### src/logic/rv_pkg.sv
package rv_pkg;

  localparam int XLEN    = 32;
  localparam int IMEM_AW = 8;  // 256 instruction words

  // Major opcodes, instr[6:0]
  localparam logic [6:0] OP_IMM = 7'b0010011;
  localparam logic [6:0] OP     = 7'b0110011;
  localparam logic [6:0] LUI    = 7'b0110111;
  localparam logic [6:0] AUIPC  = 7'b0010111;
  localparam logic [6:0] SYSTEM = 7'b1110011;

  localparam logic [31:0] I_EBREAK = 32'h0010_0073;

  typedef logic [XLEN-1:0]    xlen_t;
  typedef logic [31:0]        instr_t;
  typedef logic [4:0]         reg_addr_t;
  typedef logic [IMEM_AW-1:0] imem_addr_t;

  typedef enum logic [3:0] {
    ALU_ADD,
    ALU_SUB,
    ALU_SLL,
    ALU_SLT,
    ALU_SLTU,
    ALU_XOR,
    ALU_SRL,
    ALU_SRA,
    ALU_OR,
    ALU_AND
  } alu_op_e;

  typedef struct packed {
    logic   valid;
    xlen_t  pc;
    instr_t instr;
  } fetch_t;

  typedef struct packed {
    logic      valid;
    alu_op_e   alu_op;
    logic      a_is_pc;    // AUIPC
    logic      b_is_imm;
    logic      a_is_zero;  // LUI
    reg_addr_t rd;
    reg_addr_t rs1;
    reg_addr_t rs2;
    xlen_t     imm;
    logic      reg_write;
    logic      is_ebreak;
  } dec_t;

  typedef struct packed {
    logic      en;
    reg_addr_t rd;
    xlen_t     data;
  } wb_t;

endpackage
### src/logic/rv_pc.sv
module rv_pc
  import rv_pkg::*;
(
  input  logic  clk,
  input  logic  rst_n,
  input  logic  halted,
  output logic  fetch,
  output xlen_t pc
);

  logic running;

  // Fetch starts the cycle after reset is released
  always_ff @(posedge clk) begin
    if (!rst_n) begin
      running <= 1'b0;
    end else begin
      running <= 1'b1;
    end
  end

  assign fetch = running && !halted;

  always_ff @(posedge clk) begin
    if (!rst_n) begin
      pc <= '0;
    end else if (fetch) begin
      pc <= pc + xlen_t'(4);  // One word per fetch
    end
  end

endmodule

### config.mk
export PLATFORM = sky130hd
export DESIGN_NAME = rv_pc
export DESIGN_NICKNAME = d
export VERILOG_FILES = /design/src/logic/rv_pkg.sv /design/src/logic/rv_pc.sv
export SDC_FILE = /design/constraint.sdc
export NUM_CORES = 1
export LEC_CHECK = 0
export ABC_AREA = 1
export BUFFER_PORTS_ARGS = -buffer_cell sky130_fd_sc_hd__buf_4
export CAP_MARGIN = 5
export CORE_MARGIN = 2
export CORE_UTILIZATION = 48
export DETAILED_ROUTE_END_ITERATION = 10
export PLACE_DENSITY = 0.82
export SYNTH_ARGS = -nofsm -noshare
export SYNTH_HDL_FRONTEND = slang
export SYNTH_SLANG_ARGS = --single-unit
### constraint.sdc
create_clock -name clk -period 1.4 [get_ports clk]
set_input_delay 0.07 -clock clk [delete_from_list [all_inputs] [get_ports clk]]
set_output_delay 0.07 -clock clk [all_outputs]
set_load 0.005 [all_outputs]
Word-level counts from Yosys, hierarchy flattened
Cells that the tools add are included.

storage, ports and cells
  flip-flop bits (word level) = 33
  bits in latches = 0
  memory bits (writable) = 0
  bits in read-only memories = 0
  input port bits = 3
  word-level logic and storage cells = 6
  memories = 0

cells by class
  $add $sub $neg = 1
  $mul = 0
  div/mod/pow operators = 0
  magnitude comparators = 0
  equality and inequality tests = 0
  shift-type cells = 0
  muxes and demuxes = 1
  bitwise logic cells = 0
  reduce and logical (&&, ||, !) cells = 2

operator list
  kind                                           count
  adder 32 x 3 -> 32 bit, second input constant  1
  logical AND 1 bit                              1
  logical NOT 1 bit                              1
  two-way mux 1 bit                              1

Logic depth before layout (Yosys ltp)
Gate-level depths: netlist (run 1).

  depth after elaboration = 2
  depth in mapped cells = 9
  mapped depth without buffers = 9

Least setup slack after synthesis (run 1)
OpenSTA, ideal clock, no wires.

  kind = flip-flop to flip-flop
  start = register pc[3]
  end = register pc[24]
  setup time = 115 ps
  data arrival time = 1,274 ps
  required time = 1,285 ps
  slack = 11 ps
  cell stages (with the launch flop) = 9
  buffers on the path = 0
  clock period less this slack = 1,389 ps
  cells stage by stage = dfxtp_1 -> ha_1 -> nand3_1 -> nor2_2 -> nand3_4 -> nor2_4 -> nand3_1 -> nand2_1 -> nor2_1

on the way
  word-level cells in the longest chain between the ends = 1

RTL lines
  element                 RTL line     RTL
  from (decl)             rv_pc.sv:8   output xlen_t pc
  from (signal assigned)  rv_pc.sv:28  pc <= pc + xlen_t'(4);
  adder 32 x 3 -> 32 bit  rv_pc.sv:28

Every way passes these cells.
A chain may end at the register's enable or synchronous reset.

Worst setup path in the final report (run 1)
  start = register pc[2]
  end = register pc[28]

Same word-level chain as after synthesis.

==> results of run 1 <==
-- cells by family (layout without fill, tap and decap cells) --
kind of cell | after synthesis | after routing | share of synthesized area
simple gates | 139 | 139 | 0.425
compound gates | 33 | 33 | 0.103
buf+inv | 32 | 96 | 0.0788
flops | 31 | 31 | 0.383
fa+ha+maj | 1 | 1 | 0.00772
other cells | 1 | 2 | 0.00231
-- Yosys cell counts, types with 3 or more instances --
master | n | share of area
nand3_1 | 17 | 0.053
inv_1 | 26 | 0.060
nor3b_1 | 3 | 0.014
nor2_1 | 37 | 0.086
a21oi_1 | 22 | 0.068
nor2_4 | 5 | 0.035
nor2_2 | 5 | 0.019
o21ai_0 | 8 | 0.025
clkbuf_1 | 3 | 0.0069
dfxtp_1 | 31 | 0.38
nand2_1 | 56 | 0.13
nand4_1 | 3 | 0.012
-- power breakdown --
part           internal (mW)  leakage (nW)  switching (mW)
Sequential             0.885         0.255          0.0109
Clock                  0.295        0.0386           0.317
Combinational         0.0372         0.693          0.0483
Total                   1.22         0.987           0.376
-- stage by stage --
step	instance area (um2)	setup WS [ns]	total power [mW]	util	instances
3_5_place_dp	2080	-0.0788	0.980	0.634	336
4_1_cts	2210	0.00234	1.58	0.672	345
6_report	2320	-0.0330	1.59	0.707	348
2_1_floorplan	1620	0.0114	0.955	-	238
3_3_place_gp	2080	-0.0233	0.978	0.634	336
5_1_grt	2320	-0.128	1.65	0.707	348
-- routing by layer --
metal,vias to the layer above,GRT usage,routed length (um)
met3,21,0.0688,256
met1,808,0.284,1880
met5,-,0,0
met4,0,0.133,206
li1,884,-,-
met2,66,0.394,2220
-- layout make-up --
class | count | area [um2]
multi-input combinational | 175 | 993
fill | 261 | 962
sequential | 31 | 639
timing repair buffer | 61 | 462
inverter | 27 | 101
clock buffer | 8 | 68.8
tap | 46 | 57.6
-- sequential cells by signal, indices dropped and copies added (netlist names) --
| name | cells |
|---|---|
| running | 1 |
| pc | 30 |
-- worst reg2reg max path, cell delays in order (launching register included) --
cell and delay (ns):
dfxtp_4 0.39, ha_4 0.17, nand3_4 0.10, nor2_4 0.15, nand3_4 0.11, nor2_4 0.19, nand3_2 0.09, nand2_1 0.08
nor2_1 0.06
-- what timing repair did --
action / CTS / global route
gates cloned: 0 / 0
pin swaps: 2 / 9
buffers inserted: 1 / 3
resized for setup: 12 / 30
endpoints found under the setup margin: 17 / 22
hold buffers: 0 / 0
-- final timing paths --
kind                            slack, ns       to  depth (start not counted)   start
worst max-delay path                -0.03   pc[28]                          8   pc[2]
worst min-delay path                 0.02  running                          1   rst_n
worst max register to register      -0.03   pc[28]                          8   pc[2]
worst min register to register       0.49   pc[14]                          2  pc[14]
-- layout by cell type, fill, tap and decap left out, types with 2 or more instances in the layout --
master,count
a21oi_1,22
dfxtp_1,22
clkbuf_8,2
inv_1,25
nand2_2,4
dfxtp_2,6
buf_4,60
o21ai_0,8
and3_1,2
conb_1,2
nor3b_1,3
nand3_4,4
nand4_1,3
nor2_1,28
nand3b_1,2
nand3_2,6
o21ai_1,2
clkbuf_4,5
nor3_1,2
nand3_1,11
inv_2,2
nor2_4,10
dfxtp_4,3
nand2_1,53
nor2_2,9
==> out/qor.yml, run 1 <==
path_buf_inv: 0
clkTransAtPathRegs_ns: 0.10
overflow: 0
required_ns: 1.63
fp.dieW_um: 62.1
drc: 0
worst_hold_path_type: "primary input to register"
vias: 1779
routedWlPerCell_um: 13.1
synth-main-ff-cell: "dfxtp_1"
finalSetupTns_ns: -0.0476
initial_utilization: 0.493
antenna_found_initial: 0
avgSynthCellArea_um2: 6.84
cts_buffers: 5
hold_violations: 0
clockBufferDepth: 2
start_kind: "register"
cp_max_fo: 7
ys_seq_area_frac: 0.383
fin_crit_ns: 1.43
ant_nets: 0
grt_max_degree: 31
cts_max_level: 2
gp_congestion: 0.827
cp_slowest_stage_delay_ns: 0.39
drt_iter0_markers: 79
fmax_mhz: 698
status: "finished, violations left"
area_growth_pct: 43.3
cts_sinks: 31
synth-edff-count: 0
nNetsFinal: 305
grt_pass1_wl_mm: 7.40
netlist_area_um2: 1620
rows: 21
maxCapViolCount: 0
whs_ns: 0.0228
clock_latency_ns: 0.34
routed_wl_mm: 4.56
ir_drop_v: 0.000713
async_reset_ff_frac: 0
grt_pass1_vias: 1691
core_um2: 3280
viasPerCell: 5.11
hpwl_mm: 2.92
path_class: "register to register"
port-buffer-count: 33
synthCells: 237
setup_violations: 2
drv_slew: 0
firstDrtPassIters: 4
rsz0062_at_grt: "yes"
violations: "negative setup slack"
ys_ff_latch: 31
grt_util_all_layers: 0.241
arrival_ns: 1.67
fin_ws_ns: -0.0330
fin_worst_skew_ns: 0.00743
crit_slowest_cell: "dfxtp_4"
netlist-cell-type-count: 25
die_h_um: 62.1
drive_above_1_share: 0.381
ios: 36
cts_root_buf: "clkbuf_4"
dieArea_um2: 3860
diodes: 0
cp_top_family: "simple AND/OR/NAND/NOR gates"
ys_warn_count: 0
p_per_area_nw_per_um2: 687
power.leakage_nw: 0.987
cp-end-kind: "register"
tritoncts: "done"
worstPathCellList: "ha_4, nand3_4, nor2_4, nand3_4, nor2_4, nand3_2, nand2_1, nor2_1"
fin_crit_sh: 1.02
No activity file was read; power rests on OpenSTA's default activity.
==> run 2, diff against run 1 <==
- CORE_UTILIZATION: 48 -> 57
- HOLD_SLACK_MARGIN: not set -> 0.03
- PLACE_DENSITY: 0.82 -> 0.9
- clock period: 1.4 -> 1.8 ns (I/O delays scaled with it)
==> out/qor.yml, run 2 (synthesized netlist as in run 1, its figures left out) <==
r2r_cells: 8
worst_hold_path_type: "primary input to register"
reg2reg_to: "pc[30]"
path_buf_inv: 0
hold_depth: 4
viasPerCell: 5.29
ant_nets: 0
firstDrtPassIters: 4
hpwl_mm: 2.67
overflow: 0
port-buffer-count: 33
rows: 19
fillers: 220
setup_violations: 0
fin_crit_sh: 0.840
routedWlPerCell_um: 11.7
clkTransAtPathRegs_ns: 0.11
drv_slew: 0
cp_max_fo: 5
worstPathCellList: "ha_1, nand3_1, nor2_2, nand3_2, nor2_1, nand3_1, nand2_1, nor2_1"
nNetsFinal: 278
p_per_area_nw_per_um2: 590
p_int_mw: 0.854
core_um2: 2730
pre_cts_slack_ns: 0.278
power_mw: 1.15
diodes: 0
timing.rr.start: "pc[3]"
tritoncts: "done"
power.leakage_nw: 0.825
post_dp_cell_area_um2: 1880
seq_area_um2: 621
clockBufferDepth: 2
start_kind: "register"
grt_pass1_wl_mm: 6.27
drt_iter0_markers: 53
place_inst: 297
grt_pass1_vias: 1454
whs_endpoint: "pc[2]"
grt_max_degree: 31
combPwrFrac: 0.042
cts_buffers: 5
post_cts_resized: 0
die_h_um: 57.3
status: "complete, no violations"
crit_slowest_cell: "dfxtp_1"
ir_drop_v: 0.000629
maxCapViolCount: 0
power.share.clock: 0.354
cp-end-kind: "register"
ios: 36
hold_violations: 0
p_sw_frac: 0.256
fin_ws_ns: 0.289
required_ns: 2.06
cts_root_buf: "clkbuf_4"
multi_input_area_um2: 876
final_area_um2: 1950
cts_max_level: 2
cp_top_family: "simple AND/OR/NAND/NOR gates"
fp.dieW_um: 57.3
cts_sinks: 31
drc: 0
rsz0062_at_grt: "no"
fin_crit_ns: 1.51
drive_above_1_share: 0.215
fmax_mhz: 662
area_growth_pct: 20.2
antenna_found_initial: 0
hp-start: "halted"
path_class: "register to register"
grt_util_all_layers: 0.247
gp_congestion: 0.891
layoutNonFillerInstCount: 306
r2r_slack_ns: 0.29
fin_worst_skew_ns: 0.0160
layout_common_cells: "nand2_1, nor2_1, buf_4"
dieArea_um2: 3290
initial_utilization: 0.593
final_common_cell: "nand2_1"
pwr-share-seq: 0.605
largest_reg_flops: 30
finalSetupTns_ns: 0
switching_power_mw: 0.294
reg.largest.list: "pc (30), running (1)"
cp_slowest_stage_delay_ns: 0.40
routed_wl_mm: 3.59
vias: 1618
clock_latency_ns: 0.35
top_register: "pc"
arrival_ns: 1.77
==> run 2: changes by cell type in the layout (fill, tap and decap cells not counted), sizes merged <==
| cell | delta |
|---|---|
| buf | -28 |
| clkbuf | -3 |
| clkinv | +3 |
| dlygate4sd3 | +1 |
==> run 2: worst max path at each step <==
stage | start | endpoint | slack [ns] | cells after the start
6_report | pc[3] | pc[30] | 0.29 | 8
5_1_grt | pc[3] | pc[30] | 0.07 | 8
4_1_cts | pc[3] | pc[30] | 0.28 | 8
3_5_place_dp | pc[3] | pc[30] | 0.28 | 8
3_3_place_gp | pc[3] | pc[18] | 0.36 | 7
2_1_floorplan | pc[3] | pc[24] | 0.41 | 8
==> run 2: power by group through the flow <==
stage	Combinational, mW	Sequential, mW	Clock (mW)
detailed placement	0.0452	0.711	0
global placement	0.0445	0.710	0
CTS	0.0471	0.695	0.407
floorplan	0.0325	0.710	0
finish	0.0478	0.695	0.406
global route	0.0551	0.695	0.428
==> run 2: what timing repair did <==
item | 4_1_cts | 5_1_grt
setup buffers | 0 | 0
hold buffers | 1 | 0
endpoints found under the hold margin | 1 | 0
endpoints found under the setup margin | 0 | 0
==> run 2: per-stage QoR <==
stage,hold slack [ns],util
finish,0.105,0.712
global route,0.138,0.712
CTS,0.0910,0.712
detailed placement,0.398,0.689
global placement,0.402,0.689
floorplan,0.118,-
==> run 2: area by class of cell <==
| class | instances | area share |
|---|---|---|
| clock buffer | 5 | 0.0193 |
| tap | 31 | 0.0199 |
| sequential | 31 | 0.319 |
| multi-input combinational | 175 | 0.450 |
| timing repair buffer | 34 | 0.132 |
| inverter | 27 | 0.0521 |
| clock inverter | 3 | 0.00771 |
==> run 2: tightest hold or removal path, stage by stage <==
cell	delay [ns]
buf_4	0.07
inv_1	0.06
nand2_2	0.11
a21oi_1	0.07
==> run 2: routing by layer <==
| metal | wire (um) | track usage | vias to the layer above | part of all wire |
|---|---|---|---|---|
| met5 | 0 | 0 | - | 0 |
| met4 | 86 | 0.110 | 0 | 0.024 |
| met2 | 1640 | 0.397 | 49 | 0.46 |
| li1 | - | - | 827 | - |
| met3 | 198 | 0.0771 | 11 | 0.055 |
| met1 | 1660 | 0.304 | 731 | 0.46 |
