## src/logic/rv_pkg.sv

```systemverilog
package rv_pkg;

  localparam int XLEN    = 32;
  localparam int IMEM_AW = 8;  // 256 instruction words

  // Major opcodes, instr[6:0]
  localparam logic [6:0] OP_IMM = 7'b0010011;
  localparam logic [6:0] OP     = 7'b0110011;
  localparam logic [6:0] LUI    = 7'b0110111;
  localparam logic [6:0] AUIPC  = 7'b0010111;
  localparam logic [6:0] SYSTEM = 7'b1110011;

  localparam logic [31:0] I_EBREAK = 32'h0010_0073;

  typedef logic [XLEN-1:0]    xlen_t;
  typedef logic [31:0]        instr_t;
  typedef logic [4:0]         reg_addr_t;
  typedef logic [IMEM_AW-1:0] imem_addr_t;

  typedef enum logic [3:0] {
    ALU_ADD,
    ALU_SUB,
    ALU_SLL,
    ALU_SLT,
    ALU_SLTU,
    ALU_XOR,
    ALU_SRL,
    ALU_SRA,
    ALU_OR,
    ALU_AND
  } alu_op_e;

  typedef struct packed {
    logic   valid;
    xlen_t  pc;
    instr_t instr;
  } fetch_t;

  typedef struct packed {
    logic      valid;
    alu_op_e   alu_op;
    logic      a_is_pc;    // AUIPC
    logic      b_is_imm;
    logic      a_is_zero;  // LUI
    reg_addr_t rd;
    reg_addr_t rs1;
    reg_addr_t rs2;
    xlen_t     imm;
    logic      reg_write;
    logic      is_ebreak;
  } dec_t;

  typedef struct packed {
    logic      en;
    reg_addr_t rd;
    xlen_t     data;
  } wb_t;

endpackage
```

## src/logic/rv_exec.sv

```systemverilog
module rv_exec
  import rv_pkg::*;
(
  input  logic  clk,
  input  logic  rst_n,

  input  dec_t  dec,
  input  xlen_t pc,

  output logic  retire,
  output xlen_t retire_pc,
  output wb_t   wb,
  output logic  halted
);

  xlen_t rdata1;
  xlen_t rdata2;
  xlen_t alu_a;
  xlen_t alu_b;
  xlen_t alu_y;

  rv_regfile regfile (
    .clk   (clk),
    .rst_n (rst_n),
    .rs1   (dec.rs1),
    .rs2   (dec.rs2),
    .rdata1(rdata1),
    .rdata2(rdata2),
    .wb    (wb)
  );

  // LUI adds to zero, AUIPC adds to its own pc
  assign alu_a = dec.a_is_zero ? '0 :
                 dec.a_is_pc   ? pc : rdata1;
  assign alu_b = dec.b_is_imm ? dec.imm : rdata2;

  rv_alu alu (
    .op(dec.alu_op),
    .a (alu_a),
    .b (alu_b),
    .y (alu_y)
  );

  assign retire    = dec.valid && !halted;  // Drops the fetch behind EBREAK
  assign retire_pc = pc;
  assign wb        = '{en: retire && dec.reg_write, rd: dec.rd, data: alu_y};

  // Sticky until reset
  always_ff @(posedge clk) begin
    if (!rst_n) begin
      halted <= 1'b0;
    end else if (retire && dec.is_ebreak) begin
      halted <= 1'b1;
    end
  end

endmodule

```

## src/logic/rv_regfile.sv

```systemverilog
module rv_regfile
  import rv_pkg::*;
(
  input  logic      clk,
  input  logic      rst_n,
  input  reg_addr_t rs1,
  input  reg_addr_t rs2,
  output xlen_t     rdata1,
  output xlen_t     rdata2,
  input  wb_t       wb
);

  xlen_t regs [1:31];  // x0 has no storage

  always_ff @(posedge clk) begin
    if (!rst_n) begin
      for (int i = 1; i < 32; i++) begin
        regs[i] <= '0;
      end
    end else if (wb.en && wb.rd != '0) begin
      regs[wb.rd] <= wb.data;
    end
  end

  assign rdata1 = (rs1 == '0) ? '0 : regs[rs1];
  assign rdata2 = (rs2 == '0) ? '0 : regs[rs2];

endmodule

```

## src/logic/rv_alu.sv

```systemverilog
module rv_alu
  import rv_pkg::*;
(
  input  alu_op_e op,
  input  xlen_t   a,
  input  xlen_t   b,
  output xlen_t   y
);

  logic [4:0] shamt;

  assign shamt = b[4:0];

  always_comb begin
    case (op)
      ALU_ADD: begin
        y = a + b;
      end
      ALU_SUB: begin
        y = a - b;
      end
      ALU_SLL: begin
        y = a << shamt;
      end
      ALU_SLT: begin
        y = {31'b0, $signed(a) < $signed(b)};
      end
      ALU_SLTU: begin
        y = {31'b0, a < b};
      end
      ALU_XOR: begin
        y = a ^ b;
      end
      ALU_SRL: begin
        y = a >> shamt;
      end
      ALU_SRA: begin
        y = xlen_t'($signed(a) >>> shamt);  // Sign fills from the top
      end
      ALU_OR: begin
        y = a | b;
      end
      ALU_AND: begin
        y = a & b;
      end
      default: begin
        y = '0;
      end
    endcase
  end

endmodule

```

## config.mk

```make
export PLATFORM = sky130hd
export DESIGN_NAME = rv_exec
export DESIGN_NICKNAME = d
export VERILOG_FILES = /design/src/logic/rv_pkg.sv /design/src/logic/rv_exec.sv /design/src/logic/rv_regfile.sv /design/src/logic/rv_alu.sv
export SDC_FILE = /design/constraint.sdc
export NUM_CORES = 2
export LEC_CHECK = 0
export ABC_AREA = 1
export BUFFER_PORTS_ARGS = -buffer_cell sky130_fd_sc_hd__buf_4
export CAP_MARGIN = 30
export CORE_MARGIN = 3
export CORE_UTILIZATION = 30
export CTS_CLUSTER_DIAMETER = 200
export DETAILED_ROUTE_END_ITERATION = 10
export PLACE_DENSITY_LB_ADDON = 0.25
export SLEW_MARGIN = 20
export SYNTH_ARGS = -nofsm -noshare
export SYNTH_HDL_FRONTEND = slang
export SYNTH_SLANG_ARGS = --single-unit
```

## constraint.sdc

```tcl
create_clock -name clk -period 10.4 [get_ports clk]
set_input_delay 2.6 -clock clk [delete_from_list [all_inputs] [get_ports clk]]
set_output_delay 2.6 -clock clk [all_outputs]
set_load 0.02 [all_outputs]
```

# After elaboration in Yosys (flattened, before gate mapping)
# Memories as Yosys holds them, arrays and structs flattened.
# Cells that the tools add are included.
[word_totals]
output_inout_bits = 72
rom_bits = 0
latch_bits = 0
mem_count = 1
wordCells = 44
mem_bits_rw = 992
register_bits = 1
[classes]
n_eq_ne = 9
n_div = 0
muxes = 13
n_shift = 3
mul = 0
n_lt_le_gt_ge = 2
bitwise = 3
addsub = 2
reduce_logical = 10
[memory_table]
columns = ["memory", "depth", "width", "read_ports", "rd_clocked_by_memory_dff", "write_ports", "line", "source"]
rows = [
  ["regfile.regs", 31, 32, 2, 0, 31, "rv_regfile.sv:13", "xlen_t regs [1:31];"],
]
[ops]
columns = ["operator", "n"]
rows = [
  ["$pmux 32 s10", 1],
  ["$mux 32", 6],
  ["$lt 32x32->1", 2],
  ["$add 32x32->32", 1],
  ["$and 32x32->32", 1],
  ["$or 32x32->32", 1],
  ["$reduce_or 32->1", 1],
  ["$shl 32x5->32", 1],
  ["$shr 32x5->32", 1],
  ["$sshr 32x5->32", 1],
  ["$sub 32x32->32", 1],
  ["$xor 32x32->32", 1],
  ["$eq 4x3->1 const B", 4],
  ["$logic_not 5->1", 2],
  ["$eq 4x2->1 const B", 2],
  ["$eq 4x4->1 const B", 2],
  ["$mux 1", 5],
  ["$mux 5", 1],
  ["$reduce_bool 5->1", 1],
  ["$eq 4x1->1 const B", 1],
  ["$logic_and 1x1->1", 4],
  ["$logic_not 4->1", 1],
  ["$logic_not 1->1", 1],
]

# Depth between registers and ports, before layout
[logic_depth]
word_depth = 9
ltp_mapped = 37
depth_no_buf = 32

# Cells and area by module
# A second synthesis with hierarchy kept.
[hier_totals]
hier_cells = 9644
hier_area_um2 = 68319.3
[by_module_without_submodules]
columns = ["module", "seq_area_each_um2", "area_each_um2", "instances", "cells_per_inst"]
rows = [
  ["rv_regfile", 30749.5, 56558.0, 1, 7250],
  ["rv_alu", 0.0, 10088.4, 1, 2076],
  ["rv_exec", 20.0, 1672.9, 1, 318],
]

# Worst setup path before layout
# OpenSTA, ideal clock, no wires.
[synth_path]
path_kind = "in2out"
startpoint = "input dec[34] (netlist name)"
endpoint = "output wb[30] (netlist name)"
cell_stages = 32
path_slack_ns = 0.983
t_required_ns = 7.800
t_arrival_ns = 6.817
path_buffers = 9
path_cell_list = "buf_4 > buf_6 > buf_6 > buf_2 > buf_2 > clkbuf_1 > clkbuf_1 > a21oi_1 > o21ai_0 > nand3_1 > nand3_1 > nand4_1 > a32oi_1 > inv_1 > ha_1 > clkbuf_1 > nor2_1 > inv_1 > nor2_1 > and2_1 > nand4_1 > nand3_1 > nand2_1 > o211ai_1 > nand3_1 > a21oi_1 > nor2_1 > nor2_1 > nand2_1 > nor2_2 > buf_4 > nand2_1"
[synth_lines]
columns = ["element", "line", "source"]
rows = [
  ["start, declared", "rv_exec.sv:7", "input dec_t dec,"],
  ["end, declared", "rv_exec.sv:12", "output wb_t wb,"],
]

==> results.md <==
* Avg Cell Area, Syn at 7.43 sq um
* Worst-Skew Late Latency at 0.80 ns
* First-pass DRT Iterations at 7
* GPL Wtd Cong at 0.988
* Hold Startpoint: halted
* Vias in the first global route at 63600
* Asr flop ratio synth at 0%
* Drt drc at 0
* Sequential fraction of design power at 40.7%
* Max Slew Vio Count at 0
* Peak supply drop at 137 uV
* CTS tree: done
* Biggest area consumer among synthesized cells: edfxtp_1
* R2R Path End: regfile.regs[19][28]
* Area grow syn2layout at 15.8%
* Achievable Freq at 96.5 MHz
* H-tree Lvls at 3
* Min Tclk post-route at 10.36 ns
* Initial Util at 30.3%
* Die area at 234000 sq um
* Slew headroom at 36.2%
* Switch share at 33.5%
* Worst hold path endpoint: halted
* Most frequent cells after synthesis: nand2_1 (2257), inv_1 (1068), edfxtp_1 (1024)
* HPWL Detailed at 225 mm
* Leak at 34.6 nW
* Syn. warnings at 0
* Worst Hold Class: reg2reg
* Post-synth top area share at 45.0%
* Worst-Margin Slew at 0.956 ns
* Crit-path max cell delay at 0.40 ns
* Row cnt at 174
* Reg2Reg Setup Slack at 4.90 ns
* P per Cell Area at 148 nW/um^2
* Hold Path Stages at 2
* Dpl ws at -0.447 ns
* GRT overflow at 0
* Initial antenna violation count at 22
* Cell with the most instances after synthesis: nand2_1
* TNS Setup at 0 ns
* Post-Route WL at 329 mm
* Clk sinks at 1025
* Period Utilization, post-route at 99.6%
* Drt via density at 5.56
* Status: complete, no violations
* Critical path's slowest cell: ha_1
* # IOs at 163
* Worst EP required at 7.80 ns
* Clock Power Share at 35.2%
* IO Port Bufs at 162
* Mapped cell area at 68400 sq um
* Num CTS Buffers at 118
* Unrepaired setup endpoints after global routing: yes
* Worst Slack Setup Final at 0.0386 ns
* First DRT Iteration DRCs at 10600
* First-pass GRT wire length at 461 mm
* Via count of the routed design at 68900
* Worst-path clk slew at 0.05 ns
* R2R cell count at 30
* Cells after Synth at 9200
* Int Pwr at 0.00778 W
* # nets final at 9497
* Fin. Hold Viols at 0
* # placed instances at 12200
* Setup Skew at 0.0615 ns
* Die Y at 483 um
* Worst Path Max Fanout at 37
* Psw at 0.00393 W
* Largest net degree at the start of global routing at 114
* Share of layout cells above drive strength 1 at 11.6%
* Fin cells at 12400
* Chip width at 483 um
* Wire per inst at 26.6 um
* Sequential fraction of the synthesis area at 45.0%
* Core area at 226000 sq um
* Critical Path Sink Type: output port
* CP arrival at 7.76 ns
* Root buf cell: clkbuf_16
* Post-synth top flop: edfxtp_1
* Setup violators final at 0
* Type of the worst setup path: in2out
* RR Startpoint: regfile.regs[13][3]
* Post-route ant nets at 0
* Most used cell, CP: nand3_1
* Netlist cell types at 61
* Comb pwr share at 24.1%
* FILL cells at 23600
* Max Cap Violations at 0
* Critical Path Start Type: input pin
* Post-synth EDFFs at 1024
* CTS max path bufs at 3
* FF+latch count, synth at 1025
* Total Routing Usage GR at 26.9%
* Synth area leaders: edfxtp_1 (45%), nand2_1 (12%), nand3_1 (7.0%)
how the worst max path moves through the flow:
| stage | startpoint | endpoint | slack, ns | cells past startpoint |
|---|---|---|---|---|
| after floorplan | dec[34] | wb[30] | 0.98 | 32 |
| after global placement | dec[41] | wb[16] | -0.68 | 25 |
| after detailed placement | dec[41] | wb[17] | -0.45 | 28 |
| after CTS | dec[40] | wb[26] | -0.06 | 29 |
| after global routing | dec[39] | wb[26] | -0.04 | 29 |
| final | dec[34] | wb[23] | 0.04 | 30 |
logic make-up after synthesis:
group                      count (synthesis)  synth area share (%)
adders and majority gates                100                  1.85
other                                      1               0.00549
DFF                                     1025                  45.0
AOI/OAI and AO/OA                       1836                  15.0
and+or+nand+nor                         4363                  26.4
xor gates and xnor gates                   4                0.0512
buffers and inverters                   1871                  11.8
power by group through the flow:
stage	clock network, W	logic (W)	registers [W]
global placement	0	0.00271	0.00484
finish	0.00413	0.00282	0.00476
detailed placement	0	0.00272	0.00484
floorplan	0	0.00149	0.00482
global route	0.00432	0.00298	0.00477
CTS	0.00416	0.00273	0.00476
layer usage:
layer / share of wire (%) / GRT usage [%]
met5: 0.021 / 0
met4: 5.7 / 13.8
met3: 12 / 6.32
met2: 42 / 39.9
met1: 40 / 36.4
placed cells by master, fill, tap and decap left out, drive strengths merged, types with 3 or more instances in the layout:
| cell | count |
|---|---|
| ha | 98 |
| o221ai | 5 |
| o2111ai | 37 |
| nand3b | 6 |
| nand3 | 965 |
| a31oi | 12 |
| nand2 | 2280 |
| clkbuf | 145 |
| o211ai | 189 |
| bufinv | 8 |
| buf | 719 |
| a2111oi | 5 |
| edfxtp | 1024 |
| o22ai | 65 |
| inv | 1102 |
| a21oi | 731 |
| xor2 | 4 |
| nor4 | 3 |
| nand4 | 35 |
| or2 | 12 |
| o21bai | 5 |
| clkinvlp | 3 |
| conb | 32 |
| clkinv | 59 |
| a21o | 6 |
| diode | 4 |
| o21ai | 748 |
| nor3 | 26 |
| nor2 | 1031 |
| a221oi | 19 |
| o21a | 3 |
| a211oi | 4 |
flip-flops by register name, summed over array words and instances, names as in the netlist:
name	count
regfile.regs	1024
halted	1
area by class of cell:
| class | instances | area, sq um | area share (%) |
|---|---|---|---|
| Antenna cell | 4 | 10.0 | 0.0126 |
| Clock inverter | 67 | 583 | 0.736 |
| Clock buffer | 143 | 3090 | 3.90 |
| Tap cell | 2992 | 3740 | 4.73 |
| Timing Repair Buffer | 721 | 6760 | 8.54 |
| Inverter | 1105 | 4190 | 5.30 |
| Sequential cell | 1025 | 30800 | 38.9 |
| Multi-Input combinational cell | 6335 | 30000 | 37.9 |
metrics by stage:
stage | hold WS (ns) | power (W) | util, % | cell area (sq um)
2_1_floorplan | 0.580 | 0.00631 | - | 68500
3_3_place_gp | 0.488 | 0.00755 | 33.2 | 75000
3_5_place_dp | 0.510 | 0.00756 | 33.2 | 75000
4_1_cts | 0.523 | 0.0116 | 34.9 | 78700
5_1_grt | 0.554 | 0.0121 | 35.1 | 79200
6_report | 0.513 | 0.0117 | 35.1 | 79200
what timing repair did:
action	in CTS	in global routing
buffers inserted	1	13
setup endpoints to repair	14	26
hold buffers	0	0
pin swaps	0	5
gates resized for setup	12	62
cloned	0	2
worst max-delay path: cells and delay by family:
kind	cells	cell delay [ns]
AND/OR/NAND/NOR	12	2.21
AO/OA/AOI/OAI	6	0.68
buffers and inverters	11	1.75
adder cells (fa/ha/maj)	1	0.40
No activity file was read; power rests on OpenSTA's default activity.
