## src/logic/rv_pkg.sv

```systemverilog
package rv_pkg;

  localparam int XLEN    = 32;
  localparam int IMEM_AW = 8;  // 256 instruction words

  // Major opcodes, instr[6:0]
  localparam logic [6:0] OP_IMM = 7'b0010011;
  localparam logic [6:0] OP     = 7'b0110011;
  localparam logic [6:0] LUI    = 7'b0110111;
  localparam logic [6:0] AUIPC  = 7'b0010111;
  localparam logic [6:0] SYSTEM = 7'b1110011;

  localparam logic [31:0] I_EBREAK = 32'h0010_0073;

  typedef logic [XLEN-1:0]    xlen_t;
  typedef logic [31:0]        instr_t;
  typedef logic [4:0]         reg_addr_t;
  typedef logic [IMEM_AW-1:0] imem_addr_t;

  typedef enum logic [3:0] {
    ALU_ADD,
    ALU_SUB,
    ALU_SLL,
    ALU_SLT,
    ALU_SLTU,
    ALU_XOR,
    ALU_SRL,
    ALU_SRA,
    ALU_OR,
    ALU_AND
  } alu_op_e;

  typedef struct packed {
    logic   valid;
    xlen_t  pc;
    instr_t instr;
  } fetch_t;

  typedef struct packed {
    logic      valid;
    alu_op_e   alu_op;
    logic      a_is_pc;    // AUIPC
    logic      b_is_imm;
    logic      a_is_zero;  // LUI
    reg_addr_t rd;
    reg_addr_t rs1;
    reg_addr_t rs2;
    xlen_t     imm;
    logic      reg_write;
    logic      is_ebreak;
  } dec_t;

  typedef struct packed {
    logic      en;
    reg_addr_t rd;
    xlen_t     data;
  } wb_t;

endpackage
```

## src/logic/rv_idec.sv

```systemverilog
module rv_idec
  import rv_pkg::*;
(
  input  fetch_t fetch_in,
  output dec_t   dec
);

  instr_t     instr;
  logic [6:0] opcode;
  logic [2:0] funct3;
  logic [6:0] funct7;
  xlen_t      imm_i;
  xlen_t      imm_u;
  logic       supported;

  assign instr  = fetch_in.instr;
  assign opcode = instr[6:0];
  assign funct3 = instr[14:12];
  assign funct7 = instr[31:25];

  assign imm_i = {{20{instr[31]}}, instr[31:20]};  // Sign extended
  assign imm_u = {instr[31:12], 12'b0};

  // Shared funct3 map for OP and OP-IMM; alt selects SUB or SRA
  function automatic alu_op_e f3_to_op(logic [2:0] f3, logic alt);
    alu_op_e op;
    case (f3)
      3'b000:  op = alt ? ALU_SUB : ALU_ADD;
      3'b001:  op = ALU_SLL;
      3'b010:  op = ALU_SLT;
      3'b011:  op = ALU_SLTU;
      3'b100:  op = ALU_XOR;
      3'b101:  op = alt ? ALU_SRA : ALU_SRL;
      3'b110:  op = ALU_OR;
      default: op = ALU_AND;
    endcase
    return op;
  endfunction

  always_comb begin
    dec       = '0;
    supported = 1'b0;

    dec.valid  = fetch_in.valid;
    dec.rd     = instr[11:7];
    dec.rs1    = instr[19:15];
    dec.rs2    = instr[24:20];
    dec.alu_op = ALU_ADD;

    case (opcode)
      OP_IMM: begin
        dec.b_is_imm = 1'b1;
        dec.imm      = imm_i;
        // ADDI has no SUB form, only SRAI uses the alt bit
        dec.alu_op   = f3_to_op(funct3, (funct3 == 3'b101) && funct7[5]);
        case (funct3)
          3'b001:  supported = (funct7 == 7'b0000000);
          3'b101:  supported = (funct7 == 7'b0000000) || (funct7 == 7'b0100000);
          default: supported = 1'b1;
        endcase
      end
      OP: begin
        dec.alu_op = f3_to_op(funct3, funct7[5]);
        supported  = (funct7 == 7'b0000000) ||
                     ((funct7 == 7'b0100000) && (funct3 == 3'b000 || funct3 == 3'b101));
      end
      LUI: begin
        dec.a_is_zero = 1'b1;
        dec.b_is_imm  = 1'b1;
        dec.imm       = imm_u;
        supported     = 1'b1;
      end
      AUIPC: begin
        dec.a_is_pc  = 1'b1;
        dec.b_is_imm = 1'b1;
        dec.imm      = imm_u;
        supported    = 1'b1;
      end
      default: begin
        supported = 1'b0;  // EBREAK writes nothing
      end
    endcase

    dec.reg_write = supported && (dec.rd != '0);
    dec.is_ebreak = (instr == I_EBREAK);
  end

endmodule

```

## config.mk

```make
export PLATFORM = sky130hd
export DESIGN_NAME = rv_idec
export DESIGN_NICKNAME = d
export VERILOG_FILES = /design/src/logic/rv_pkg.sv /design/src/logic/rv_idec.sv
export SDC_FILE = /design/constraint.sdc
export NUM_CORES = 1
export LEC_CHECK = 0
export ABC_AREA = 0
export BUFFER_PORTS_ARGS = -buffer_cell sky130_fd_sc_hd__buf_2
export CAP_MARGIN = 20
export CORE_ASPECT_RATIO = 1.75
export CORE_MARGIN = 5
export CORE_UTILIZATION = 29
export DETAILED_ROUTE_END_ITERATION = 10
export GPL_TIMING_DRIVEN = 0
export PLACE_DENSITY = 0.85
export SLEW_MARGIN = 20
export SYNTH_ARGS = -nofsm -noshare
export SYNTH_HDL_FRONTEND = slang
export SYNTH_SLANG_ARGS = --single-unit
export TNS_END_PERCENT = 10
```

## constraint.sdc

```tcl
create_clock -name vclk -period 1.7
set_input_delay 0.34 -clock vclk [all_inputs]
set_output_delay 0.34 -clock vclk [all_outputs]
set_load 0.05 [all_outputs]
```

# --- After elaboration in Yosys (flattened, before gate mapping) ---
# Cells that the tools add are included.
totals:
  inputBits: 65
  wordCells: 36
  output_inout_bits: 57
  regBits: 0
classes:
  muxes: 13
  n_eq_ne: 12
  n_reduce_logical: 11
op_table:
  columns: ["cell", "count"]
  rows:
  - ["$pmux 32 s2", 1]
  - ["$pmux 4 s7", 2]
  - ["$eq 32x21->1 const B", 1]
  - ["$eq 7x6->1 const B", 3]
  - ["$eq 7x5->1 const B", 2]
  - ["$eq 3x3->1 const B", 3]
  - ["$pmux 4 s2", 1]
  - ["$logic_not 7->1", 1]
  - ["$mux 1", 7]
  - ["$eq 3x2->1 const B", 2]
  - ["$reduce_bool 5->1", 1]
  - ["$eq 3x1->1 const B", 1]
  - ["$logic_and 1x1->1", 3]
  - ["$logic_not 3->1", 1]
  - ["$logic_or 1x1->1", 3]
  - ["$pmux 1 s3", 1]
  - ["$reduce_or 3->1", 1]
  - ["$pmux 1 s2", 1]
  - ["$reduce_or 2->1", 1]

# --- Longest topological paths before layout ---
# Gate-level depths: netlist of run 1.
depth:
  depth_word: 6
  depth_mapped: 4
  ltp_nobuf: 3

# --- Least setup slack after synthesis of run 1 ---
# OpenSTA, ideal clock, no wires.
synth_path:
  kind: "in2out"
  startpoint: "input fetch_in[31] (netlist name)"
  endpoint: "output dec[0] (netlist name)"
  slack_ps: -963
  arrival_time_ps: 2323
  path_stages: 3
  path_cell_list: "nor4_2 -> nand4_1 -> nor4_1"
synth_rtl:
  columns: ["item", "line_no", "source"]
  rows:
  - ["start, declared", "rv_idec.sv:4", "input fetch_t fetch_in,"]
  - ["end, declared", "rv_idec.sv:5", "output dec_t dec"]

==> results of run 1 <==
[placed cells by master, fill, tap and decap left out, types with 2 or more instances in the layout]
cell type,instances
buf_2,49
buf_4,21
and2_4,5
and2_1,7
buf_8,5
buf_6,35
nor2_2,3
nand2_1,4
nor3_2,2
nand2b_1,3
a21o_1,19
nor2_1,5
nor4_4,5
[layout make-up]
class | instances | area [sq um]
timing repair buffer | 87 | 693
buffer | 24 | 186
tap | 25 | 31.3
inverter | 1 | 3.75
fill | 153 | 736
multi-input combinational | 74 | 681
[through the flow]
| stage | utilization [%] | TNS, ns | cell area (sq um) |
|---|---|---|---|
| after floorplan | - | -3.60 | 756 |
| after global placement | 52.2 | -6.21 | 1220 |
| after detailed placement | 52.2 | -7.03 | 1220 |
| after CTS | 60.8 | -3.30 | 1420 |
| after global routing | 68.4 | -5.42 | 1600 |
| final | 68.4 | -3.01 | 1600 |
[metal layers]
| metal | global-route usage, % | wire, microns | vias to the layer above | share of wire, % |
|---|---|---|---|---|
| met3 | 3.55 | 669 | 8 | 16 |
| met5 | 0 | 0 | - | 0 |
| met4 | 2.77 | 31 | 0 | 0.76 |
| met2 | 34.8 | 2110 | 115 | 52 |
| met1 | 13.5 | 1270 | 525 | 31 |
| li1 | - | - | 518 | - |
[kinds of logic (layout without fill, tap and decap cells)]
family | Yosys count | in the layout | synth area share [%]
compound gates | 26 | 26 | 28.1
xor+xnor | 1 | 1 | 1.24
buf+inv | 25 | 112 | 23.5
mux | 2 | 2 | 3.00
simple gates | 45 | 45 | 44.2
[path summary, 6_finish.rpt]
path,startpoint,endpoint,cells past startpoint
worst max-delay path,fetch_in[3],dec[52],5
worst min-delay path,fetch_in[64],dec[56],2
[timing repair]
action                     in CTS  in global routing
setup buffers                   0                  1
cloned                          0                  0
setup endpoints to repair      37                 39
gates resized for setup        61                 45
pin swaps                       5                  5
[power by group through the flow]
| stage | combinational [mW] | sequential, mW | clock [mW] |
|---|---|---|---|
| 6_report | 0.307 | 0 | 0 |
| 5_1_grt | 0.319 | 0 | 0 |
| 4_1_cts | 0.285 | 0 | 0 |
| 3_5_place_dp | 0.265 | 0 | 0 |
| 3_3_place_gp | 0.262 | 0 | 0 |
| 2_1_floorplan | 0.177 | 0 | 0 |
==> metrics.txt, run 1 <==
worst vdd ir 0.0970 mV; violated checks setup timing; hpwl dp 2570 microns; final std cells w/o fill 211; Min-Delay Path Class in -> out; Leak 0.939 nW; Worst Path Max Fanout 7; Initial Util 30.4%; P&R area growth vs syn 125%; Gate power share 100.0%; worst path buffer plus inverter count 2; clock buffer count in the final layout 0; Yosys top cell by area a21o_1; Ports 122; Initial DRC Count 50; crit-path cells buf_6 -> nand4b_4 -> or3_4 -> a2111oi_4 -> buf_6; initial antenna violation count 0; Port Buffers 86; Syn Nets 164; std cell rows 23; hold buffer count at cts 0; antenna cells 0; Pwr per Cell Area 192 nW/um^2; CORE AREA 2330 sq um; DR DRC count 0; max_slew headroom 71.6%; post-synthesis cell type count 31; cells after synthesis 99; ANT nets after route 0; via/cell ratio 5.53; setup ws final -0.163 ns; Total Power 307 uW; layout cell share with drive strength beyond 1 74.2%; Place WS -0.249 ns; slowest CP cell or3_4; vias in the first global route 1,005; Worst Path Required 1.36 ns; Internal 105 uW; Sw Share 65.7%; nature of the critical path endpoint output pin; Worst Path Arrival 1.52 ns; Yosys warning total 0; Tmin final 1.86 ns; Clk network pwr share 0%; delay-heaviest family, CP simple AND/OR/NAND/NOR gates; die extent in x 47.4 microns; share of the synthesized area in the top cell type 20.1%; Final Max Slew Viols 0; Placed Instances 210; Critical Path Max Stage Delay 0.42 ns; RSZ-0062 raised after global routing true; Mean Syn Cell Area 7.15 sq um; cell mode on critical path buf_6; sequential area share after synthesis 0%; WL per Instance 19.3 microns; DR vias 1,166; critical path class in -> out; GRT Total Usage 16.1%; Max-Cap Viols 0; total gr overflow 0; largest net degree at the start of global routing 11; Max Freq 0.537 GHz; top post-synthesis cells by area a21o_1 (20%), buf_4 (18%), and2_1 (11%); Final setup viols 36; die height 75.4 microns; list of most frequent post-synthesis cells a21o_1 (19), buf_4 (17), and2_1 (12); most instantiated library cell after synthesis a21o_1; Register Area 0 sq um; period utilization 110%; Total Wirelength 4080 microns; die area 3570 sq um; WHS 0.985 ns; synthesized area 708 sq um; Fin. Hold Viols 0; Reg power frac 0%; switching pwr 202 uW; Least-Margin Pin Slew 0.421 ns; FFs & Latches 0; first-pass GRT wire length 4350 microns; DRT Pass-1 Iters 4; outcome finished, violations left; layout net count 253; critical path startpoint category input port; Placer Congestion 0.713
Power figures use the tool's default switching activity.
==> run 2: changes to the inputs <==
Settings changed: ABC_AREA 0 to 1, CORE_UTILIZATION 29 to 28.
==> run 2 against run 1 <==
Effect of this change:
- the run still ends with setup timing left
- die area is 1.4% lower
- area after synthesis is 5.1% lower
- critical path depth is 4 higher
- worst hold slack worse by 0.0018 ns
- setup slack better by 0.039 ns
==> metrics.txt, run 2 <==
hold path depth 2 (unchanged); slowest CP cell nor3_4; Least-Margin Pin Slew 0.261 ns (-0.160 ns); DR DRC count 0 (unchanged); Max-Cap Viols 0 (unchanged); Fin. Hold Viols 0 (unchanged); Pwr per Cell Area 176 nW/um^2 (-8.4%); hpwl dp 2490 microns (-3.2%); most frequent cells in the layout buf_2 (44), buf_6 (41), buf_4 (27); Sw Share 65.3% (-0.42 points); setup ws final -0.125 ns (+0.0389 ns); violated checks setup timing; ANT nets after route 0 (unchanged); GRT Total Usage 18.6% (+2.5 points); clock buffer count in the final layout 0 (unchanged); sequential area share after synthesis 0% (unchanged); die extent in x 47.0 microns (-0.69%); cells after synthesis 133 (+34%); Register Area 0 sq um (unchanged); FFs & Latches 0 (unchanged); CORE AREA 2300 sq um (-1.2%); DRT Pass-1 Iters 4 (unchanged); first-pass GRT wire length 5080 microns (+17%); Mean Syn Cell Area 5.05 sq um (-29%); Min-Delay Path Class in -> out; Placed Instances 247 (+18%); Yosys top cell by area buf_4; cell area after placement 1160 sq um (-5.0%); largest family of logic cells by synthesized area simple AND/OR/NAND/NOR gates; Ports 122 (unchanged); Worst Hold End dec[56]; Initial Util 29.2% (-1.2 points); hold buffer count at cts 0 (unchanged); switching pwr 200 uW (-0.95%); Final setup viols 33 (-8.3%); via/cell ratio 4.85 (-12%); period utilization 107% (-2.3 points); crit-path cells buf_8 -> nand2_4 -> nor3_4 -> nand3_4 -> inv_4 -> nand2_8 -> clkbuf_16 -> o21ai_2 -> buf_6; WL per Instance 14.2 microns (-27%); layout net count 296 (+17%); max_slew headroom 82.5% (+11 points); Leak 0.956 nW (+1.8%); std cell rows 23 (unchanged); Gate power share 100.0% (about the same); Placer Congestion 0.875 (+23%); Tmin final 1.82 ns (-0.0389 ns); Synth Area in Compound Gates 19.9% (-8.2 points); Initial DRC Count 28 (-44%); worst hold start fetch_in[64]; Max Freq 0.548 GHz (+2.1%); Worst Path Arrival 1.48 ns (-0.04 ns); vias in the first global route 1,182 (+18%); layout cell share with drive strength beyond 1 69.4% (-4.8 points); Worst Path Required 1.36 ns (about the same); Internal 106 uW (+0.92%); Critical Path Max Stage Delay 0.28 ns (-0.14 ns); worst path buffer plus inverter count 4 (+2); top post-synthesis cells by area buf_4 (18%), nor2_1 (15%), o21ai_0 (13%); RSZ-0062 raised after global routing true; largest net degree at the start of global routing 11 (unchanged); outcome finished, violations left; post-synthesis simple-gate area fraction 43.4% (-0.78 points); share of the synthesized area in the top cell type 17.9% (-2.3 points); list of most frequent post-synthesis cells nor2_1 (26), inv_1 (23), o21ai_0 (18); synthesized area 672 sq um (-5.1%); Syn Nets 198 (+21%); nature of the critical path endpoint output pin; total gr overflow 0 (unchanged); Total Wirelength 3600 microns (-12%); critical path class in -> out; post-synthesis adder-cell area fraction 0% (unchanged); initial antenna violation count 0 (unchanged); Clk network pwr share 0% (unchanged); Port Buffers 89 (+3.5%); final std cells w/o fill 254 (+20%); mux cell area share after synthesis 0% (-3.0 points); most instantiated library cell after synthesis nor2_1; P&R area growth vs syn 158%; delay-heaviest family, CP simple AND/OR/NAND/NOR gates; die area 3520 sq um (-1.4%); Reg power frac 0% (unchanged); commonest non-fill, non-tap cell in the layout buf_2; DR vias 1,231 (+5.6%); Post-Synth XOR/XNOR Area 0% (-1.2 points); post-synthesis cell type count 23 (-26%); Worst Path Max Fanout 5 (-2); worst vdd ir 0.109 mV (+13%); Yosys warning total 0 (unchanged); Final Max Slew Viols 0 (unchanged); die height 74.8 microns (-0.76%); fin area 1740 sq um (+8.8%); fin util 75.4% (+6.9 points); critical path startpoint category input port; antenna cells 0 (unchanged)
[run 2: layout make-up]
cell class	instances	area, sq um
plain buffers	21	184
fillers	181	567
inverters	24	92.6
multi-input cells	88	638
well taps	25	31.3
repair buffers	96	790
[run 2: stage by stage]
stage | setup slack (ns) | setup TNS, ns | hold slack (ns) | total power, mW
6_report | -0.125 | -2.51 | 0.983 | 0.306
2_1_floorplan | -0.253 | -6.67 | 0.847 | 0.171
4_1_cts | -0.0381 | -0.204 | 0.984 | 0.277
3_3_place_gp | -0.255 | -5.02 | 0.983 | 0.250
3_5_place_dp | -0.270 | -5.22 | 0.984 | 0.253
5_1_grt | -0.226 | -6.12 | 0.987 | 0.326
[run 2: power groups by stage]
| stage | logic, mW | clock network [mW] | registers, mW |
|---|---|---|---|
| global route | 0.326 | 0 | 0 |
| floorplan | 0.171 | 0 | 0 |
| finish | 0.306 | 0 | 0 |
| detailed placement | 0.253 | 0 | 0 |
| global placement | 0.250 | 0 | 0 |
| CTS | 0.277 | 0 | 0 |
[run 2: cells by family after synthesis]
family / count (synthesis)
simple gates: 63
buf+inv: 45
compound gates: 25
[run 2: worst max-delay path by stage]
stage / start / to / slack [ns] / depth (start not counted)
detailed placement: fetch_in[6] / dec[28] / -0.27 / 6
global placement: fetch_in[6] / dec[14] / -0.26 / 6
CTS: fetch_in[3] / dec[22] / -0.04 / 8
floorplan: fetch_in[4] / dec[14] / -0.25 / 5
global route: fetch_in[0] / dec[22] / -0.23 / 9
finish: fetch_in[0] / dec[22] / -0.12 / 9
[run 2: routing by layer]
| metal | GRT usage, % | routed length (microns) |
|---|---|---|
| met4 | 3.69 | 36 |
| met5 | 0 | 0 |
| met3 | 2.87 | 362 |
| met2 | 38.0 | 2040 |
| met1 | 18.3 | 1160 |
[run 2: timing repair]
action                                  in CTS  in global routing
cloned                                       1                  1
endpoints found under the setup margin      35                 39
buffers inserted                             4                  1
resized for setup                           86                 64
pin swaps                                    3                  6
==> run 3: changes to the inputs <==
==> constraint.sdc (replaced) <==
create_clock -name vclk -period 1.7
set_input_delay 0.17 -clock vclk [all_inputs]
set_output_delay 0.17 -clock vclk [all_outputs]
set_load 0.05 [all_outputs]
==> run 3 against run 2 <==
Effect of this change:
- the flow now finishes without violations
- maximum frequency is 19% higher
- non-clock buffer count is 7 lower
- sequential share of layout area unchanged
- global-route usage shrank 3.3 points
- clock-buffer cell count did not move
- combinational power is 18% lower
- core utilization down 25 points
- wire length is 22% lower
- worst hold slack lost 0.34 ns
- via count decreased by 8.7%
- critical path depth shrank 1
- largest cell class unchanged
==> metrics.txt, run 3 (same netlist as run 2, synthesis figures left out) <==
outcome finished clean; Leak 0.813 nW (-15%); initial antenna violation count 0 (unchanged); max_slew headroom 82.2% (-0.33 points); DR vias 1,124 (-8.7%); nature of the critical path endpoint output pin; die area 3520 sq um (unchanged); Register Area 0 sq um (unchanged); Pwr per Cell Area 217 nW/um^2 (+23%); crit-path cells buf_2 -> nor3_4 -> nand3_2 -> inv_2 -> nand2_2 -> buf_6 -> o21ai_0 -> buf_2; worst vdd ir 0.161 mV (+48%); GRT Total Usage 15.3% (-3.3 points); most frequent cells in the layout buf_2 (89), nor2_1 (26), inv_1 (23); vias in the first global route 1,023 (-13%); DR DRC count 0 (unchanged); post-CTS sizing 0 (-100%); final std cells w/o fill 247 (-2.8%); antenna cells 0 (unchanged); WHS 0.644 ns (-0.340 ns); slowest CP cell buf_2; Worst Path Required 1.53 ns (+0.17 ns); Total Wirelength 2810 microns (-22%); first-pass GRT wire length 4240 microns (-16%); Initial DRC Count 27 (-3.6%); Placed Instances 247 (unchanged); die height 74.8 microns (unchanged); Critical Path Max Stage Delay 0.29 ns (about the same); critical path class in -> out; commonest non-fill, non-tap cell in the layout buf_2; Total Power 251 uW (-18%); RSZ-0062 raised after global routing false; std cell rows 23 (unchanged); CORE AREA 2300 sq um (unchanged); Least-Margin Pin Slew 0.266 ns (+0.00516 ns); Final setup viols 0 (-100%); clock buffer count in the final layout 0 (unchanged); FFs & Latches 0 (unchanged); Final Max Slew Viols 0 (unchanged); die extent in x 47.0 microns (unchanged); hold buffer count at cts 0 (unchanged); Tmin final 1.53 ns (-0.295 ns); Fin. Hold Viols 0 (unchanged); Port Buffers 89 (unchanged); total gr overflow 0 (unchanged); cell mode on critical path buf_2; Max Freq 0.654 GHz (+19%); DRT Pass-1 Iters 4 (unchanged); Ports 122 (unchanged); largest net degree at the start of global routing 11 (unchanged); P&R area growth vs syn 71.9%; hpwl dp 2530 microns (+1.6%); period utilization 90.0% (-17 points); Max-Cap Viols 0 (unchanged); WL per Instance 11.4 microns (-20%); Worst Path Max Fanout 10 (+5); worst hold start fetch_in[64]; via/cell ratio 4.55 (-6.1%); delay-heaviest family, CP buffers and inverters; Worst Path Arrival 1.36 ns (-0.12 ns); ANT nets after route 0 (unchanged); layout net count 289 (-2.4%); layout cell share with drive strength beyond 1 51.8% (-18 points); Placer Congestion 0.804 (-8.1%); worst path buffer plus inverter count 4 (unchanged); Min-Delay Path Class in -> out; Initial Util 29.2% (unchanged); Worst setup startpoint fetch_in[2]; critical path startpoint category input port; Post-CTS Setup Bufs 0 (-4)
==> run 3: cell types whose count changed in the layout (fill, tap and decap cells not counted), sizes merged <==
cell / delta
buf: -8
clkbuf: +1
==> run 3: layer usage <==
metal / global-route usage (%) / vias up / share of wire [%]
li1: - / 589 / -
met5: 0 / - / 0
met3: 2.63 / 2 / 11
met2: 30.9 / 48 / 55
met1: 15.9 / 485 / 33
met4: 1.54 / 0 / 0.68
==> run 3: layout make-up <==
class,count,area [sq um]
fill,273,1150
timing repair buffer,89,450
multi-input combinational,88,425
buffer,21,158
inverter,24,90.1
tap,25,31.3
==> run 3: path summary, 6_finish.rpt <==
| path | to | depth (start not counted) |
|---|---|---|
| worst max-delay path | dec[15] | 8 |
| worst min-delay path | dec[56] | 2 |
==> run 3: where the power goes <==
group          total [mW]  switching (mW)  internal, mW
combinational       0.251           0.168        0.0828
sequential              0               0             0
clock                   0               0             0
total               0.251           0.168        0.0828
==> run 3: through the flow <==
step           area [sq um]  setup TNS (ns)  setup slack (ns)  utilization (%)
3_3_place_gp           1150               0             0.137             49.9
2_1_floorplan           672           -4.09            -0.232                -
6_report               1150               0             0.170             50.2
4_1_cts                1150               0             0.104             49.9
5_1_grt                1150               0            0.0277             50.2
3_5_place_dp           1150               0             0.108             49.9
